**src/source/exec_macros.svh**
```systemverilog
`ifndef EXEC_MACROS_SVH
`define EXEC_MACROS_SVH

// datapath width
`define EXEC_XLEN 32

// register index and shift amount width
`define EXEC_REG_W 5

// restoring divider produces one quotient bit per step
`define EXEC_DIV_STEPS `EXEC_XLEN

`endif

```
**src/source/exec_pkg.sv**
```systemverilog
`default_nettype none

`include "exec_macros.svh"

package exec_pkg;

	typedef enum logic [5:0] {
		OP_RTYPE = 6'b000000, OP_REGIMM = 6'b000001, OP_J = 6'b000010, OP_JAL = 6'b000011,
		OP_BEQ = 6'b000100, OP_BNE = 6'b000101, OP_BLEZ = 6'b000110, OP_BGTZ = 6'b000111,
		OP_ADDI = 6'b001000, OP_ADDIU = 6'b001001, OP_SLTI = 6'b001010,
		OP_SLTIU = 6'b001011,
		OP_LB = 6'b100000, OP_LH = 6'b100001, OP_LW = 6'b100011, OP_LBU = 6'b100100,
		OP_LHU = 6'b100101, OP_SB = 6'b101000, OP_SH = 6'b101001, OP_SW = 6'b101011
	} opcode_e;

	typedef enum logic [5:0] {
		FN_SLL = 6'b000000, FN_SRL = 6'b000010, FN_SRA = 6'b000011, FN_SLLV = 6'b000100,
		FN_SRLV = 6'b000110, FN_SRAV = 6'b000111, FN_JR = 6'b001000, FN_JALR = 6'b001001,
		FN_MFHI = 6'b010000, FN_MTHI = 6'b010001, FN_MFLO = 6'b010010,
		FN_MTLO = 6'b010011,
		FN_MULT = 6'b011000, FN_MULTU = 6'b011001, FN_DIV = 6'b011010,
		FN_DIVU = 6'b011011,
		FN_ADD = 6'b100000, FN_ADDU = 6'b100001, FN_SUB = 6'b100010, FN_SUBU = 6'b100011,
		FN_AND = 6'b100100, FN_OR = 6'b100101, FN_XOR = 6'b100110, FN_NOR = 6'b100111,
		FN_SLT = 6'b101010, FN_SLTU = 6'b101011
	} funct_e;

	// rt field of the regimm group
	typedef enum logic [4:0] {
		RI_BLTZ = 5'b00000, RI_BGEZ = 5'b00001, RI_BLTZAL = 5'b10000, RI_BGEZAL = 5'b10001
	} regimm_e;

	typedef enum logic [4:0] {
		ALU_AND, ALU_OR, ALU_XOR, ALU_NOR,
		ALU_ADD, ALU_SUB, ALU_ADDU, ALU_SUBU, ALU_SLT, ALU_SLTU,
		ALU_SLL_SA, ALU_SRL_SA, ALU_SRA_SA, ALU_SLL, ALU_SRL, ALU_SRA,
		ALU_MULT, ALU_MULTU, ALU_DIV, ALU_DIVU,
		ALU_MFHI, ALU_MFLO, ALU_MTHI, ALU_MTLO,
		ALU_PC_PLUS8, ALU_NOP
	} alu_op_e;

	typedef struct packed {
		logic [31:0] instr;
		logic [`EXEC_XLEN-1:0] rs_value;
		logic [`EXEC_XLEN-1:0] rt_value;
		logic [`EXEC_XLEN-1:0] pc;
	} ex_req_t;

	typedef struct packed {
		alu_op_e alu_op;
		logic src_imm;
		logic wr_en;
	} ex_ctrl_t;

	typedef struct packed {
		logic [`EXEC_XLEN-1:0] result;
		logic wr_en;
		logic overflow;
		logic [`EXEC_XLEN-1:0] pc;
	} ex_resp_t;

endpackage

`default_nettype wire

```
**src/source/alu.sv**
```systemverilog
`timescale 1ns/100ps
`default_nettype none

`include "exec_macros.svh"

module alu (
	input wire logic [`EXEC_XLEN-1:0] a,
	input wire logic [`EXEC_XLEN-1:0] b,
	input wire logic [`EXEC_XLEN-1:0] pc,
	input wire logic [`EXEC_REG_W-1:0] sa,
	input wire exec_pkg::alu_op_e op,
	output logic [`EXEC_XLEN-1:0] result,
	output logic overflow
);
	import exec_pkg::*;

	localparam int MSB = `EXEC_XLEN - 1;

	logic [`EXEC_XLEN-1:0] sum;
	logic [`EXEC_XLEN-1:0] diff;
	logic [`EXEC_REG_W-1:0] amt;

	assign sum = a + b;
	assign diff = a - b;
	// variable shifts take the amount from rs
	assign amt = a[`EXEC_REG_W-1:0];

	always_comb begin
		result = '0;
		overflow = 1'b0;
		case (op)
			ALU_AND: result = a & b;
			ALU_OR: result = a | b;
			ALU_XOR: result = a ^ b;
			ALU_NOR: result = ~(a | b);
			ALU_ADD: begin
				result = sum;
				overflow = (a[MSB] == b[MSB]) && (sum[MSB] != a[MSB]);
			end
			ALU_SUB: begin
				result = diff;
				overflow = (a[MSB] != b[MSB]) && (diff[MSB] != a[MSB]);
			end
			ALU_ADDU: result = sum;
			ALU_SUBU: result = diff;
			ALU_SLT: result = {{MSB{1'b0}}, $signed(a) < $signed(b)};
			ALU_SLTU: result = {{MSB{1'b0}}, a < b};
			ALU_SLL_SA: result = b << sa;
			ALU_SRL_SA: result = b >> sa;
			ALU_SRA_SA: result = $signed(b) >>> sa;
			ALU_SLL: result = b << amt;
			ALU_SRL: result = b >> amt;
			ALU_SRA: result = $signed(b) >>> amt;
			// return address skips the delay slot
			ALU_PC_PLUS8: result = pc + `EXEC_XLEN'(8);
			default: result = '0;
		endcase
	end

endmodule

`default_nettype wire

```
**config.mk**
```make
export PLATFORM = sky130hd
export DESIGN_NAME = alu
export DESIGN_NICKNAME = d
export VERILOG_FILES = /design/src/source/exec_pkg.sv /design/src/source/alu.sv
export VERILOG_INCLUDE_DIRS = /design/src /design/src/source
export SDC_FILE = /design/constraint.sdc
export NUM_CORES = 1
export LEC_CHECK = 0
export BUFFER_PORTS_ARGS = -buffer_cell sky130_fd_sc_hd__buf_2
export CAP_MARGIN = 40
export CORE_MARGIN = 2
export CORE_UTILIZATION = 35
export DETAILED_ROUTE_END_ITERATION = 10
export SLEW_MARGIN = 20
export SYNTH_ARGS = -nofsm -noshare
export SYNTH_HDL_FRONTEND = slang
export SYNTH_SLANG_ARGS = --single-unit
```
**constraint.sdc**
```tcl
create_clock -name vclk -period 4.3
set_clock_uncertainty 0.2 [all_clocks]
set_input_delay 0.215 -clock vclk [all_inputs]
set_output_delay 0.215 -clock vclk [all_outputs]
set_load 0.01 [all_outputs]
```
==> results.md <==
- In the routed design, unresolved DRC markers number 0.
- The slew at the pin closest to its max-slew limit is 0.8486 ns.
- A synthesized cell averages about 6.3 um2.
- Data arrives at the worst endpoint at about 3.8 ns.
- Relative to the synthesized area, the layout overhead comes to 18.18%.
- The reported max-cap violation count is 0.
- The post-layout net count is ~2200.
- Dividing the detail-routed wire length by the instance count gives roughly 32 um.
- The largest incremental delay on the critical path is ~0.57 ns.
- The storage element area is 0 um2.
- The worst-path maximum fanout is 8.
- The number of failing setup endpoints in the final timing report is 0.
- The global-route wire length before repair is 107.6 mm.
- The number of standard cells after synthesis is approximately 1800.
- The accumulated negative setup slack is 0 ns.
- The die is 185.2 um wide.
- In this run the post-CTS setup repair buffer count came out at 0.
- The flow ran to the end, and the final reports show no timing, DRC or antenna violations.
- The total global routing overflow is 0.
- The hold path startpoint is pc[30].
- Overall power consumption after layout is estimated at between 0.002 and 0.0025 W.
- STA puts the critical path data required time at roughly 3.9 ns.
- The number of buffers and inverters on the critical path is 4.
- There are 0 flip-flops and latches.
- The startpoint-to-endpoint class of the critical path is in2out.
- The total global-route track usage is 0.4346.
- At the end of the flow the core is filled with cells to 0.4185.
- The final hold violation count is 0.
- Dividing the final minimum period by the clock period gives 0.9826.
- The startpoint class of the critical path is a primary input.
- The site row count is between 60 and 70.
- The summed area of non-filler cells in the final layout is approximately 14000 um2.
- The detailed router finished its first iteration with ~2500 violations.
- The cell area power density is roughly 150 nW/um2.
- The via count of the first global-routing pass came to roughly 15000.
- The hold buffer count at cts is 0.
- The count of nets left with antenna violations once routing finished came out at 0.
- For this configuration, the core starts out at a cell density of 0.3541.
- Of the synthesized area, sequential elements account for 0.
- The area of combinational cells with multiple inputs is ~11000 um2.
- The minimum clock period after layout is 4.225 ns.
- After layout, the clock buffer instance count stands at 0.
- Summing over every cut layer, the via total after detailed routing is roughly 16000.
- During placement, the flow inserted port buffers numbering about 140.
- The maximum clock rate is 236.7 MHz.
- The initial antenna violation count is 5.
- Wires add up to between 70 and 80 mm.
- The hold-critical path endpoint is result[30].
- The congestion estimate from routability-driven global placement came to approximately 1.1.
- The share of the synthesized area in the top cell type is 0.1141.
- The number of pins exceeding their max-slew limit in the final report is 0.
- Ranked by total cell area, the synthesized netlist is headed by sky130_fd_sc_hd__mux2i_1 11%, sky130_fd_sc_hd__ha_1 11%, sky130_fd_sc_hd__a21oi_1 7.8%, sky130_fd_sc_hd__nand2_1 6.9%, sky130_fd_sc_hd__nor2_1 6.1%.
- The cell family contributing the most delay on the critical path is compound AO/OA/AOI/OAI gates.
- The share of final-layout standard cells stronger than drive strength 1 is 0.1871.
- The floorplan step set the die height to between 150 and 200 um.
- The critical path goes through buf_2 -> inv_1 -> ha_2 -> and2_1 -> a221o_1 -> a21o_1 -> o21ba_2 -> a41oi_1 -> o21ai_1 -> a21oi_2 -> xnor2_2 -> buf_4 -> nor2_1 -> or4_1 -> buf_2.
- The iteration count of the initial detailed-routing pass is 6.
- The count of cells in the finished layout, fillers not included, comes to between 2000 and 2500.
- The maximum number of pins on one net before global-route repair is ~140.
- The die covers roughly 34000 um2.
- Detailed placement ended at an HPWL of 63.60 mm.
- The number of instances in the placed design is 2440.
- The leakage power total is around 6 nW.
- On the critical path, the stage with the largest delay is an instance of sky130_fd_sc_hd__or4_1.
- The total core area is about 32000 um2.
- The min-delay analysis places its worst path in the category in2out.
- The most area-hungry cell type in the Yosys netlist is sky130_fd_sc_hd__mux2i_1.
- The mapped netlist covers around 11000 um2.
- The total nets after synthesis is approximately 2000.
- The worst hold path cell count is 6.
- The number of primary I/O pins is about 140.
- The critical path capture point type is an output pin.
- Dividing the detail-routed via count by the number of cells gives 6.703.
- The total number of yosys warnings is 0.
- The remaining max-slew budget at the tightest pin is 0.4322.
- The count of unique library cells instantiated by Yosys is between 90 and 100.
- The worst-case vdd ir drop is 74.25 uV.
- The filler cells instantiated in the layout total 3592.
- The cell with the most instances on the worst path is sky130_fd_sc_hd__buf_2.
- Gates resized during post-CTS repair numbered 1.
- Once placement finished, the instance area stood at approximately 14000 um2.
==> where the power goes <==
group / switching [W] / leakage, nW / internal (W)
clock: 0 / 0.00000902 / 0.0000000000119
combinational: 0.00136 / 6.05 / 0.000682
sequential: 0 / 0 / 0
total: 0.00136 / 6.05 / 0.000682
==> layout by cell type, fill, tap and decap left out, types with 45 or more instances in the layout <==
master	n
sky130_fd_sc_hd__buf_2	138
sky130_fd_sc_hd__o21ai_0	136
sky130_fd_sc_hd__nand3_1	49
sky130_fd_sc_hd__nor2_1	188
sky130_fd_sc_hd__buf_4	173
sky130_fd_sc_hd__nor3_1	45
sky130_fd_sc_hd__ha_1	98
sky130_fd_sc_hd__nand2_1	211
sky130_fd_sc_hd__inv_1	102
sky130_fd_sc_hd__a211oi_1	46
sky130_fd_sc_hd__a21oi_1	176
sky130_fd_sc_hd__mux2i_1	129
==> tightest hold or removal path, delay by kind of cell <==
| kind | cells | cell delay (ns) |
|---|---|---|
| AO/OA/AOI/OAI | 3 | 0.29 |
| buffers and inverters | 2 | 0.23 |
| AND/OR/NAND/NOR | 1 | 0.08 |
==> through the flow <==
stage	setup slack, ns	hold slack (ns)
after floorplan	0.6995	0.4421
after global placement	0.04950	0.8194
after detailed placement	-0.01902	0.8190
after CTS	0.04872	0.8238
after global routing	-0.02416	0.8695
final	0.07501	0.8229
==> kinds of logic (layout without fill, tap and decap cells) <==
family                   count (synthesis)  in the layout  share of synthesized area
XOR/XNOR                                58             58                    0.04420
multiplexers                           156            156                     0.1451
adder cells (fa/ha/maj)                103            103                     0.1134
AO/OA/AOI/OAI                          650            650                     0.3663
AND/OR/NAND/NOR                        612            612                     0.2431
buffers and inverters                  244            420                    0.08786
other                                    0              1                          0
==> metal layers <==
metal / global-route usage / share of wire
met2: 0.6801 / 0.43
met1: 0.5719 / 0.40
met5: 0 / 0.00021
met4: 0.2181 / 0.064
met3: 0.07570 / 0.11
==> worst max-delay path by stage <==
stage / start / to / slack [ns] / cells after the start
finish: b[4] / result[21] / 0.08 / 15
global route: b[14] / result[21] / -0.02 / 15
CTS: a[11] / result[21] / 0.05 / 15
detailed placement: a[4] / result[21] / -0.02 / 15
global placement: a[4] / result[21] / 0.05 / 15
floorplan: a[1] / result[31] / 0.70 / 13
==> synthesized netlist by cell type (6+ instances only) <==
cell,n
sky130_fd_sc_hd__a2111oi_0,6
sky130_fd_sc_hd__a211oi_1,47
sky130_fd_sc_hd__a21o_1,13
sky130_fd_sc_hd__a21oi_1,178
sky130_fd_sc_hd__a221o_1,6
sky130_fd_sc_hd__a221oi_1,14
sky130_fd_sc_hd__a22o_1,11
sky130_fd_sc_hd__a22oi_1,12
sky130_fd_sc_hd__a311oi_1,8
sky130_fd_sc_hd__a31oi_1,20
sky130_fd_sc_hd__and2_1,7
sky130_fd_sc_hd__and3_1,16
sky130_fd_sc_hd__buf_1,13
sky130_fd_sc_hd__buf_2,38
sky130_fd_sc_hd__buf_4,8
sky130_fd_sc_hd__clkbuf_1,77
sky130_fd_sc_hd__ha_1,101
sky130_fd_sc_hd__inv_1,102
sky130_fd_sc_hd__mux2_2,15
sky130_fd_sc_hd__mux2i_1,131
sky130_fd_sc_hd__nand2_1,211
sky130_fd_sc_hd__nand2b_1,12
sky130_fd_sc_hd__nand3_1,49
sky130_fd_sc_hd__nand4_1,18
sky130_fd_sc_hd__nor2_1,188
sky130_fd_sc_hd__nor2b_1,13
sky130_fd_sc_hd__nor3_1,45
sky130_fd_sc_hd__nor4_1,12
sky130_fd_sc_hd__o211ai_1,37
sky130_fd_sc_hd__o21a_1,8
sky130_fd_sc_hd__o21ai_0,136
sky130_fd_sc_hd__o21ai_1,13
sky130_fd_sc_hd__o21bai_1,9
sky130_fd_sc_hd__o221ai_1,29
sky130_fd_sc_hd__o22ai_1,39
sky130_fd_sc_hd__o31ai_1,11
sky130_fd_sc_hd__or3_1,14
sky130_fd_sc_hd__or4_1,6
sky130_fd_sc_hd__xnor2_1,39
sky130_fd_sc_hd__xor2_1,19
==> layout make-up <==
type | instances | share of cell area
antenna | 1 | 0.0001842
inverter | 105 | 0.02902
multi-input combinational | 1579 | 0.7789
tap | 442 | 0.04072
timing repair buffer | 315 | 0.1512
Note: power is estimated with default switching activity, not from simulation.
