File: src/source/exec_macros.svh
`ifndef EXEC_MACROS_SVH
`define EXEC_MACROS_SVH

// datapath width
`define EXEC_XLEN 32

// register index and shift amount width
`define EXEC_REG_W 5

// restoring divider produces one quotient bit per step
`define EXEC_DIV_STEPS `EXEC_XLEN

`endif

File: src/source/exec_pkg.sv
`default_nettype none

`include "exec_macros.svh"

package exec_pkg;

	typedef enum logic [5:0] {
		OP_RTYPE = 6'b000000, OP_REGIMM = 6'b000001, OP_J = 6'b000010, OP_JAL = 6'b000011,
		OP_BEQ = 6'b000100, OP_BNE = 6'b000101, OP_BLEZ = 6'b000110, OP_BGTZ = 6'b000111,
		OP_ADDI = 6'b001000, OP_ADDIU = 6'b001001, OP_SLTI = 6'b001010,
		OP_SLTIU = 6'b001011,
		OP_LB = 6'b100000, OP_LH = 6'b100001, OP_LW = 6'b100011, OP_LBU = 6'b100100,
		OP_LHU = 6'b100101, OP_SB = 6'b101000, OP_SH = 6'b101001, OP_SW = 6'b101011
	} opcode_e;

	typedef enum logic [5:0] {
		FN_SLL = 6'b000000, FN_SRL = 6'b000010, FN_SRA = 6'b000011, FN_SLLV = 6'b000100,
		FN_SRLV = 6'b000110, FN_SRAV = 6'b000111, FN_JR = 6'b001000, FN_JALR = 6'b001001,
		FN_MFHI = 6'b010000, FN_MTHI = 6'b010001, FN_MFLO = 6'b010010,
		FN_MTLO = 6'b010011,
		FN_MULT = 6'b011000, FN_MULTU = 6'b011001, FN_DIV = 6'b011010,
		FN_DIVU = 6'b011011,
		FN_ADD = 6'b100000, FN_ADDU = 6'b100001, FN_SUB = 6'b100010, FN_SUBU = 6'b100011,
		FN_AND = 6'b100100, FN_OR = 6'b100101, FN_XOR = 6'b100110, FN_NOR = 6'b100111,
		FN_SLT = 6'b101010, FN_SLTU = 6'b101011
	} funct_e;

	// rt field of the regimm group
	typedef enum logic [4:0] {
		RI_BLTZ = 5'b00000, RI_BGEZ = 5'b00001, RI_BLTZAL = 5'b10000, RI_BGEZAL = 5'b10001
	} regimm_e;

	typedef enum logic [4:0] {
		ALU_AND, ALU_OR, ALU_XOR, ALU_NOR,
		ALU_ADD, ALU_SUB, ALU_ADDU, ALU_SUBU, ALU_SLT, ALU_SLTU,
		ALU_SLL_SA, ALU_SRL_SA, ALU_SRA_SA, ALU_SLL, ALU_SRL, ALU_SRA,
		ALU_MULT, ALU_MULTU, ALU_DIV, ALU_DIVU,
		ALU_MFHI, ALU_MFLO, ALU_MTHI, ALU_MTLO,
		ALU_PC_PLUS8, ALU_NOP
	} alu_op_e;

	typedef struct packed {
		logic [31:0] instr;
		logic [`EXEC_XLEN-1:0] rs_value;
		logic [`EXEC_XLEN-1:0] rt_value;
		logic [`EXEC_XLEN-1:0] pc;
	} ex_req_t;

	typedef struct packed {
		alu_op_e alu_op;
		logic src_imm;
		logic wr_en;
	} ex_ctrl_t;

	typedef struct packed {
		logic [`EXEC_XLEN-1:0] result;
		logic wr_en;
		logic overflow;
		logic [`EXEC_XLEN-1:0] pc;
	} ex_resp_t;

endpackage

`default_nettype wire

File: src/source/alu_decoder.sv
`timescale 1ns/100ps
`default_nettype none

module alu_decoder (
	input wire logic [31:0] instr,
	output exec_pkg::ex_ctrl_t ctrl
);
	import exec_pkg::*;

	opcode_e opcode;
	funct_e funct;
	regimm_e rt;
	alu_op_e op;
	logic imm;
	logic store;

	assign opcode = opcode_e'(instr[31:26]);
	assign rt = regimm_e'(instr[20:16]);
	assign funct = funct_e'(instr[5:0]);

	always_comb begin
		op = ALU_NOP;
		imm = 1'b0;
		store = 1'b0;
		case (opcode)
			OP_RTYPE: begin
				case (funct)
					FN_AND: op = ALU_AND;
					FN_OR: op = ALU_OR;
					FN_XOR: op = ALU_XOR;
					FN_NOR: op = ALU_NOR;
					FN_ADD: op = ALU_ADD;
					FN_SUB: op = ALU_SUB;
					FN_ADDU: op = ALU_ADDU;
					FN_SUBU: op = ALU_SUBU;
					FN_SLT: op = ALU_SLT;
					FN_SLTU: op = ALU_SLTU;
					FN_MULT: op = ALU_MULT;
					FN_MULTU: op = ALU_MULTU;
					FN_DIV: op = ALU_DIV;
					FN_DIVU: op = ALU_DIVU;
					FN_SLL: op = ALU_SLL_SA;
					FN_SRL: op = ALU_SRL_SA;
					FN_SRA: op = ALU_SRA_SA;
					FN_SLLV: op = ALU_SLL;
					FN_SRLV: op = ALU_SRL;
					FN_SRAV: op = ALU_SRA;
					FN_MFHI: op = ALU_MFHI;
					FN_MFLO: op = ALU_MFLO;
					FN_MTHI: op = ALU_MTHI;
					FN_MTLO: op = ALU_MTLO;
					FN_JR: op = ALU_NOP;
					FN_JALR: op = ALU_PC_PLUS8;
					default: op = ALU_ADDU;
				endcase
			end
			OP_ADDI: op = ALU_ADD;
			OP_ADDIU: op = ALU_ADDU;
			OP_SLTI: op = ALU_SLT;
			OP_SLTIU: op = ALU_SLTU;
			OP_LB, OP_LH, OP_LW, OP_LBU, OP_LHU: op = ALU_ADD;
			OP_SB, OP_SH, OP_SW: begin
				op = ALU_ADD;
				store = 1'b1;
			end
			OP_REGIMM: begin
				if (rt == RI_BLTZAL || rt == RI_BGEZAL)
					op = ALU_PC_PLUS8;
				else
					op = ALU_NOP;
			end
			OP_JAL: op = ALU_PC_PLUS8;
			default: op = ALU_NOP;
		endcase

		// immediate operand for every I-type and memory opcode
		case (opcode)
			OP_ADDI, OP_ADDIU, OP_SLTI, OP_SLTIU,
			OP_LB, OP_LH, OP_LW, OP_LBU, OP_LHU, OP_SB, OP_SH, OP_SW: imm = 1'b1;
			default: imm = 1'b0;
		endcase
	end

	always_comb begin
		ctrl.alu_op = op;
		ctrl.src_imm = imm;
		case (op)
			ALU_NOP, ALU_MULT, ALU_MULTU, ALU_DIV, ALU_DIVU, ALU_MTHI, ALU_MTLO:
				ctrl.wr_en = 1'b0;
			default: ctrl.wr_en = !store;
		endcase
	end

endmodule

`default_nettype wire

File: config.mk
export PLATFORM = sky130hd
export DESIGN_NAME = alu_decoder
export DESIGN_NICKNAME = d
export VERILOG_FILES = /design/src/source/exec_pkg.sv /design/src/source/alu_decoder.sv
export VERILOG_INCLUDE_DIRS = /design/src /design/src/source
export SDC_FILE = /design/constraint.sdc
export NUM_CORES = 1
export LEC_CHECK = 0
export BUFFER_PORTS_ARGS = -buffer_cell sky130_fd_sc_hd__buf_2
export CAP_MARGIN = 10
export CORE_MARGIN = 1.5
export CORE_UTILIZATION = 46
export DETAILED_ROUTE_END_ITERATION = 16
export PLACE_DENSITY = 0.95
export SLEW_MARGIN = 10
export SYNTH_ARGS = -nofsm -noshare
export SYNTH_HDL_FRONTEND = slang
export SYNTH_SLANG_ARGS = --single-unit
File: constraint.sdc
create_clock -name vclk -period 1.6
set_input_delay 0.08 -clock vclk [all_inputs]
set_output_delay 0.08 -clock vclk [all_outputs]
set_load 0.005 [all_outputs]
==> out/results.tsv, run 1 <==
metric	value	unit
status	complete, but fails checks	
failing checks	setup timing	
maxcap violations	0	
clock share of power	0	%
routability cong.	0.846	
Die Width	40.4	um
main area contributors after synthesis	ha_1, o21ai_0, a221oi_1	
critical path required time	1.52	ns
Worst EP arrival	1.58	ns
Setup WS post-layout	-0.0555	ns
synthesized area	642	um2
area of the multi-input gates	623	um2
Vert. Die Dim	40.4	um
number of antenna violations at the first check in global routing	0	
final hold violations	0	
post-synth top area cell	ha_1	
Synth Net Count	133	
final WL	1.94	mm
Worst-Margin Slew	0.337	ns
# DRC	0	
Initial Util	49.3	%
crit path kind	in2out	
pin count of the biggest net entering global routing	13	
hold crit path type	in2out	
DR vias/cell	6.19	
Layout area overhead	40.9	%
design area	905	um2
CORE AREA	1300	um2
total gr overflow	0	
DP Wirelength	1.37	mm
static leakage	0.407	nW
Worst Setup End Kind	primary output	
count leader, synth	nor2_1	
Power Total	0.227	mW
Post-DP Area	785	um2
GRT Total Usage	23.4	%
CTS Hold Bufs	0	
VDD IR max	0.137	mV
Distinct cells, synth	39	
PwrDens	251	nW/um2
Startpoint Class	input port	
Post-synth top cells	nor2_1, inv_1, o21ai_0, ha_1	
Peak Freq	604	MHz
final period utilization	103	%
antenna viol nets, final	0	
switching power as a share of total power	51.8	%
DRT Pass-1 Iters	4	
Int Pwr	0.109	mW
io pins	39	
nets	160	
Post-Synthesis Cells	95	
FF+latch count	0	
area occupied by registers	0	um2
clock buf count	0	
area share of the largest cell type after synthesis	11.7	%
Slew HR	77.3	%
number of global-route vias before repair	669	
first-pass GRT wire length	2.70	mm
row cnt	13	
max-slew violation count	0	
utilization after layout	69.5	%
Initial DRC Count	26	
Die Footprint	1630	um2
sequential fraction of the synthesis area	0	%
WL/cell	14.4	um
sequential share of power	0	%
Tmin final	1.66	ns
PortBufs	23	
Fillers	107	
Sw Pwr	0.118	mW
via count	835	
Crit Path Max Fanout	12	
Gate power share	100.0	%
unrepaired setup endpoints after global routing	yes	
synthesized area per cell	6.76	um2
final setup fails	1	
layout cells sized above 1	39.2	%
Ys Warns	0	
ant diodes	0	
[layer usage]
layer,track usage (%),up-vias,wire (um)
li1,-,392,-
met1,24.7,388,696
met2,49.6,51,1090
met3,1.11,4,141
met4,3.33,0,19
met5,0,-,0
[kinds of logic (layout without fill, tap and decap cells)]
kind of cell               count (synthesis)  after routing  synth area share (%)
adders and majority gates                  6              6                  11.7
AOI/OAI and AO/OA                         37             37                  40.2
muxes                                      2              2                  3.12
and+or+nand+nor                           34             34                  31.0
buffers and inverters                     15             40                  12.7
xor gates and xnor gates                   1              1                  1.36
[through the flow]
step	setup WS, ns	hold WS [ns]	instances	TNS [ns]
final	-0.0555	0.584	135	-0.0555
after global routing	-0.132	0.604	135	-0.132
after CTS	-0.0320	0.578	135	-0.0320
after detailed placement	-0.181	0.579	134	-0.181
after global placement	-0.120	0.561	134	-0.120
after floorplan	0.150	0.225	95	0
[power by group through the flow]
stage / Sequential [mW] / Combinational [mW] / Clock (mW)
6_report: 0 / 0.227 / 0
2_1_floorplan: 0 / 0.115 / 0
5_1_grt: 0 / 0.246 / 0
4_1_cts: 0 / 0.215 / 0
3_3_place_gp: 0 / 0.175 / 0
3_5_place_dp: 0 / 0.184 / 0
[layout make-up]
| type | count | share of cell area [%] |
|---|---|---|
| multi-input cells | 80 | 68.9 |
| repair buffers | 32 | 24.1 |
| inverters | 8 | 4.98 |
| well taps | 15 | 2.07 |
[worst max-delay path, stage by stage]
cell,delay (ns)
buf_4,0.16
nand2b_1,0.14
a32o_1,0.30
o21ai_2,0.17
a21boi_4,0.08
o21a_1,0.22
a221o_1,0.30
buf_2,0.12
[repair_timing]
| item | 4_1_cts | 5_1_grt |
|---|---|---|
| endpoints found under the setup margin | 1 | 1 |
| hold endpoints to repair | 0 | 0 |
| cloned | 0 | 0 |
| resized for setup | 26 | 3 |
| pin swaps | 8 | 3 |
| buffers inserted | 1 | 0 |
[final timing paths]
kind / startpoint / to / slack (ns) / cells past startpoint
max: instr[3] / ctrl[0] / -0.06 / 8
min: instr[30] / ctrl[1] / 0.58 / 4
[layout by cell type, fill, tap and decap left out, drive strengths merged, types with 2 or more instances in the layout]
master	netlist	routed
a21boi	4	4
inv	8	8
ha	6	6
a21oi	5	5
o21bai	2	2
a21o	2	2
mux2i	2	2
buf	5	31
nor2	9	9
o31ai	2	2
nand2b	5	5
a221oi	4	4
nor2b	5	5
nand2	5	5
nor3	3	3
o21ai	11	11
Power figures use the tool's default switching activity.
==> run 2: changes to the inputs <==
--- a/config.mk
+++ b/config.mk
@@ -8,10 +8,13 @@
 export LEC_CHECK = 0
 export BUFFER_PORTS_ARGS = -buffer_cell sky130_fd_sc_hd__buf_2
 export CAP_MARGIN = 10
+export CELL_PAD_IN_SITES_DETAIL_PLACEMENT = 1
+export CELL_PAD_IN_SITES_GLOBAL_PLACEMENT = 1
+export CORE_ASPECT_RATIO = 1.75
 export CORE_MARGIN = 1.5
-export CORE_UTILIZATION = 46
+export CORE_UTILIZATION = 27
 export DETAILED_ROUTE_END_ITERATION = 16
-export PLACE_DENSITY = 0.95
+export PLACE_DENSITY = 0.91
 export SLEW_MARGIN = 10
 export SYNTH_ARGS = -nofsm -noshare
 export SYNTH_HDL_FRONTEND = slang
==> constraint.sdc (replaced) <==
create_clock -name vclk -period 1.5
set_input_delay 0.075 -clock vclk [all_inputs]
set_output_delay 0.075 -clock vclk [all_outputs]
set_load 0.005 [all_outputs]
==> run 2 against run 1 <==
  * The flow still finishes with violations (setup timing)
  * Combinational power rose by 41%
  * Hold slack improved by 0.029 ns
  * Cell area rose by 28%
  * Critical path depth rose by 2
  * Sequential share of layout area did not move
  * Setup slack got worse by 0.12 ns
  * Cell count rose by 21%
  * Critical path type unchanged
  * Critical endpoint unchanged
  * Largest cell class unchanged
==> out/results.tsv, run 2 (synthesized netlist as in run 1, its figures left out) <==
metric	value	unit
status	complete, but fails checks	
failing checks	setup timing	
routability cong.	0.806	
uppermost layer routed	met4	
VDD IR max	0.132	mV
end of the worst hold path	ctrl[1]	
met3 routed WL	114	um
area of the multi-input gates	707	um2
static leakage	0.510	nW
Slew HR	76.6	%
max-slew violation count	0	
PwrDens	277	nW/um2
area occupied by registers	0	um2
layout cells sized above 1	57.6	%
DR vias/cell	5.57	
Worst-Margin Slew	0.351	ns
final WL	2.87	mm
Layout area overhead	80.1	%
WHS	0.613	ns
ant diodes	0	
PortBufs	23	
FF+latch count	0	
DRT Pass-1 Iters	3	
crit path kind	in2out	
# DRC	0	
clock buf count	0	
final setup fails	1	
CORE AREA	2270	um2
DP Wirelength	2.18	mm
unrepaired setup endpoints after global routing	yes	
Hold Crit Start	instr[30]	
final hold violations	0	
antenna viol nets, final	0	
Hold Path Depth	4	
Post-Place Cells	163	
GRT Total Usage	22.3	%
Fillers	292	
Worst EP arrival	1.60	ns
total gr overflow	0	
Setup WS post-layout	-0.171	ns
Die Width	39.9	um
hold crit path type	in2out	
met1 WL	834	um
routed wire length on met2	1.78	mm
final period utilization	111	%
Finished Layout Cells	164	
Die Footprint	2690	um2
most common cell after layout, fill and taps aside	buf_4	
via count	914	
most frequent cells in the layout	buf_4, buf_2, nor2_1	
Crit Path Max Fanout	4	
nets	179	
Initial DRC Count	12	
number of global-route vias before repair	998	
critical path required time	1.42	ns
row cnt	23	
io pins	39	
maxcap violations	0	
WL/cell	17.5	um
pin count of the biggest net entering global routing	9	
Startpoint Class	input port	
Peak Freq	598	MHz
number of antenna violations at the first check in global routing	0	
Worst Setup End Kind	primary output	
Tmin final	1.67	ns
first-pass GRT wire length	4.25	mm
Vert. Die Dim	67.5	um
Initial Util	28.2	%
[run 2: through the flow]
stage / worst slack, ns / power, mW / setup TNS, ns / cell area [um2] / util (%)
6_report: -0.171 / 0.321 / -0.171 / 1160 / 50.9
4_1_cts: -0.139 / 0.279 / -0.139 / 1060 / 46.7
3_5_place_dp: -0.278 / 0.246 / -0.449 / 940 / 41.3
5_1_grt: -0.221 / 0.345 / -0.301 / 1160 / 50.9
3_3_place_gp: -0.235 / 0.229 / -0.298 / 940 / 41.3
2_1_floorplan: 0.0600 / 0.122 / 0 / 642 / -
[run 2: timing repair]
action                                  in CTS  in global routing
hold endpoints to repair                     0                  0
resized for setup                           31                 25
pin swaps                                    9                 11
setup buffers                                1                  1
hold buffers                                 0                  0
endpoints found under the setup margin       3                  4
[run 2: routing by layer]
metal | GRT usage (%) | up-vias
li1 | - | 428
met4 | 12.9 | 0
met2 | 46.1 | 35
met1 | 16.7 | 435
met3 | 3.29 | 16
met5 | 0 | -
[run 2: worst max-delay path, stage by stage]
cell and delay, ns:
buf_12 0.10, inv_8 0.04, ha_4 0.15, mux2i_4 0.15, nor2_2 0.06, a211o_1 0.23
a21boi_4 0.14, o21a_1 0.21, a221o_1 0.31, buf_2 0.13
[run 2: worst max-delay path by stage]
stage	startpoint	end	slack, ns	cells after the start
final	instr[0]	ctrl[0]	-0.17	10
after global routing	instr[3]	ctrl[0]	-0.22	8
after detailed placement	instr[0]	ctrl[0]	-0.28	10
after CTS	instr[0]	ctrl[0]	-0.14	10
after global placement	instr[0]	ctrl[0]	-0.24	10
after floorplan	instr[1]	ctrl[0]	0.06	8
[run 2: power by group]
group	total [mW]	switching (mW)	internal [mW]
Sequential	0	0	0
Combinational	0.321	0.161	0.160
Clock	0	0	0
[run 2: area by class of cell]
type,instances,share of cell area [%]
Multi-Input combinational cell,80,61.1
Timing Repair Buffer,51,32.3
Inverter,8,3.90
Tap cell,25,2.71
==> run 3: changes to the inputs <==
--- a/config.mk
+++ b/config.mk
@@ -6,13 +6,14 @@
 export SDC_FILE = /design/constraint.sdc
 export NUM_CORES = 1
 export LEC_CHECK = 0
+export ABC_AREA = 1
 export BUFFER_PORTS_ARGS = -buffer_cell sky130_fd_sc_hd__buf_2
 export CAP_MARGIN = 10
 export CELL_PAD_IN_SITES_DETAIL_PLACEMENT = 1
 export CELL_PAD_IN_SITES_GLOBAL_PLACEMENT = 1
 export CORE_ASPECT_RATIO = 1.75
 export CORE_MARGIN = 1.5
-export CORE_UTILIZATION = 27
+export CORE_UTILIZATION = 26
 export DETAILED_ROUTE_END_ITERATION = 16
 export PLACE_DENSITY = 0.91
 export SLEW_MARGIN = 10
==> run 3 against run 2 <==
  * The run now ends clean
  * Sequential share of layout area unchanged
  * Setup slack better by 0.27 ns
  * Critical path type unchanged
  * Largest power group unchanged
  * First-iteration DRC count unchanged
==> out/results.tsv, run 3 <==
metric	value	unit
status	finished, final reports clean	
row cnt	24	
nets	195	
static leakage	0.504	nW
DP Wirelength	1.87	mm
design area	877	um2
Tmin final	1.40	ns
ant diodes	0	
total gr overflow	0	
Post-Synthesis Cells	130	
antenna viol nets, final	0	
Worst-Margin Slew	0.238	ns
synthesized area	692	um2
via count	911	
Startpoint Class	input port	
most common cell after layout, fill and taps aside	nand2_1	
Layout area overhead	26.8	%
Ys Warns	0	
GRT Total Usage	14.8	%
maxcap violations	0	
Hold Path Depth	5	
PwrDens	246	nW/um2
Crit Path Max Fanout	5	
Setup WS post-layout	0.0994	ns
final period utilization	93.4	%
WL/cell	11.5	um
hold crit path type	in2out	
FF+latch count	0	
CORE AREA	2520	um2
sequential fraction of the synthesis area	0	%
crit path kind	in2out	
CTS Hold Bufs	0	
WHS	0.647	ns
Worst EP arrival	1.33	ns
io pins	39	
post-synth top area cell	nand3_1	
total negative slack	0	ns
DR vias/cell	5.03	
DRT Pass-1 Iters	4	
end of the worst hold path	ctrl[1]	
synthesized area per cell	5.32	um2
PortBufs	23	
slowest cell delay on critical path	0.18	ns
main area contributors after synthesis	nand3_1, nand2_1, ha_1	
Distinct cells, synth	22	
area share of the largest cell type after synthesis	17.4	%
most frequent cells in the layout	nand2_1, nand3_1, buf_2	
pin count of the biggest net entering global routing	10	
layout cells sized above 1	36.1	%
max-slew violation count	0	
final setup fails	0	
critical path required time	1.42	ns
number of global-route vias before repair	985	
# DRC	0	
Slew HR	84.1	%
VDD IR max	0.0885	mV
clock buf count	0	
utilization after layout	34.8	%
Worst path slowest cell	o211ai_1	
Hold Crit Start	instr[30]	
Vert. Die Dim	71.2	um
area occupied by registers	0	um2
Initial DRC Count	12	
Peak Freq	714	MHz
Worst Setup End Kind	primary output	
Initial Util	27.4	%
Post-synth top cells	nand2_1, nand3_1, inv_1, nor2_1, nor2_2	
first-pass GRT wire length	3.68	mm
worst path cell trace	buf_2 > buf_4 > ha_1 > o211ai_1 > nand3_1 > nand3_2 > nand3_2 > nand2_2 > nand2_1 > a21oi_2 > buf_2	
final hold violations	0	
count leader, synth	nand2_1	
Place WS	0.0783	ns
number of antenna violations at the first check in global routing	0	
Synth Net Count	168	
Post-DP Area	840	um2
Die Footprint	2990	um2
routability cong.	0.874	
Die Width	42.0	um
final WL	2.08	mm
## run 3: kinds of logic after synthesis
| group | after synthesis | synth area share (%) |
|---|---|---|
| AND/OR/NAND/NOR | 88 | 64.0 |
| adder cells (fa/ha/maj) | 6 | 10.8 |
| buffers and inverters | 26 | 15.2 |
| AO/OA/AOI/OAI | 10 | 9.94 |
## run 3: worst max-delay path: cells and delay by family
family | cells | cell delay, ns
buffers and inverters | 3 | 0.40
AND/OR/NAND/NOR | 5 | 0.37
AO/OA/AOI/OAI | 2 | 0.29
adder cells (fa/ha/maj) | 1 | 0.17
## run 3: report_power, final
group / internal [mW] / leakage (nW) / switching, mW
clock network: 0 / 0 / 0
registers: 0 / 0 / 0
logic: 0.0871 / 0.504 / 0.129
## run 3: final cells by class
class	instances	area, um2
Inverter	24	90.1
Timing Repair Buffer	27	149
Fill cell	390	1650
Multi-Input combinational cell	104	606
Tap cell	26	32.5
## run 3: per-stage QoR
| step | power (mW) | cells |
|---|---|---|
| final | 0.216 | 181 |
| after global routing | 0.244 | 181 |
| after CTS | 0.204 | 179 |
| after detailed placement | 0.203 | 179 |
| after global placement | 0.197 | 179 |
| after floorplan | 0.123 | 130 |
## run 3: repair_timing
| item | in CTS | in global routing |
|---|---|---|
| gates resized for setup | 0 | 8 |
| buffers inserted | 0 | 2 |
| endpoints found under the setup margin | 0 | 1 |
## run 3: layer usage
| metal | up-vias | GRT usage, % | part of all wire (%) |
|---|---|---|---|
| li1 | 459 | - | - |
| met1 | 425 | 11.8 | 30 |
| met2 | 18 | 34.4 | 64 |
| met3 | 9 | 0 | 1.3 |
| met4 | 0 | 5.38 | 3.9 |
| met5 | - | 0 | 0 |
## run 3: how the worst max path moves through the flow
stage,slack [ns],to,from
4_1_cts,0.07,ctrl[0],instr[1]
6_report,0.1,ctrl[0],instr[1]
5_1_grt,-0.003,ctrl[0],instr[1]
3_3_place_gp,0.11,ctrl[0],instr[1]
3_5_place_dp,0.08,ctrl[0],instr[1]
2_1_floorplan,0.44,ctrl[0],instr[0]
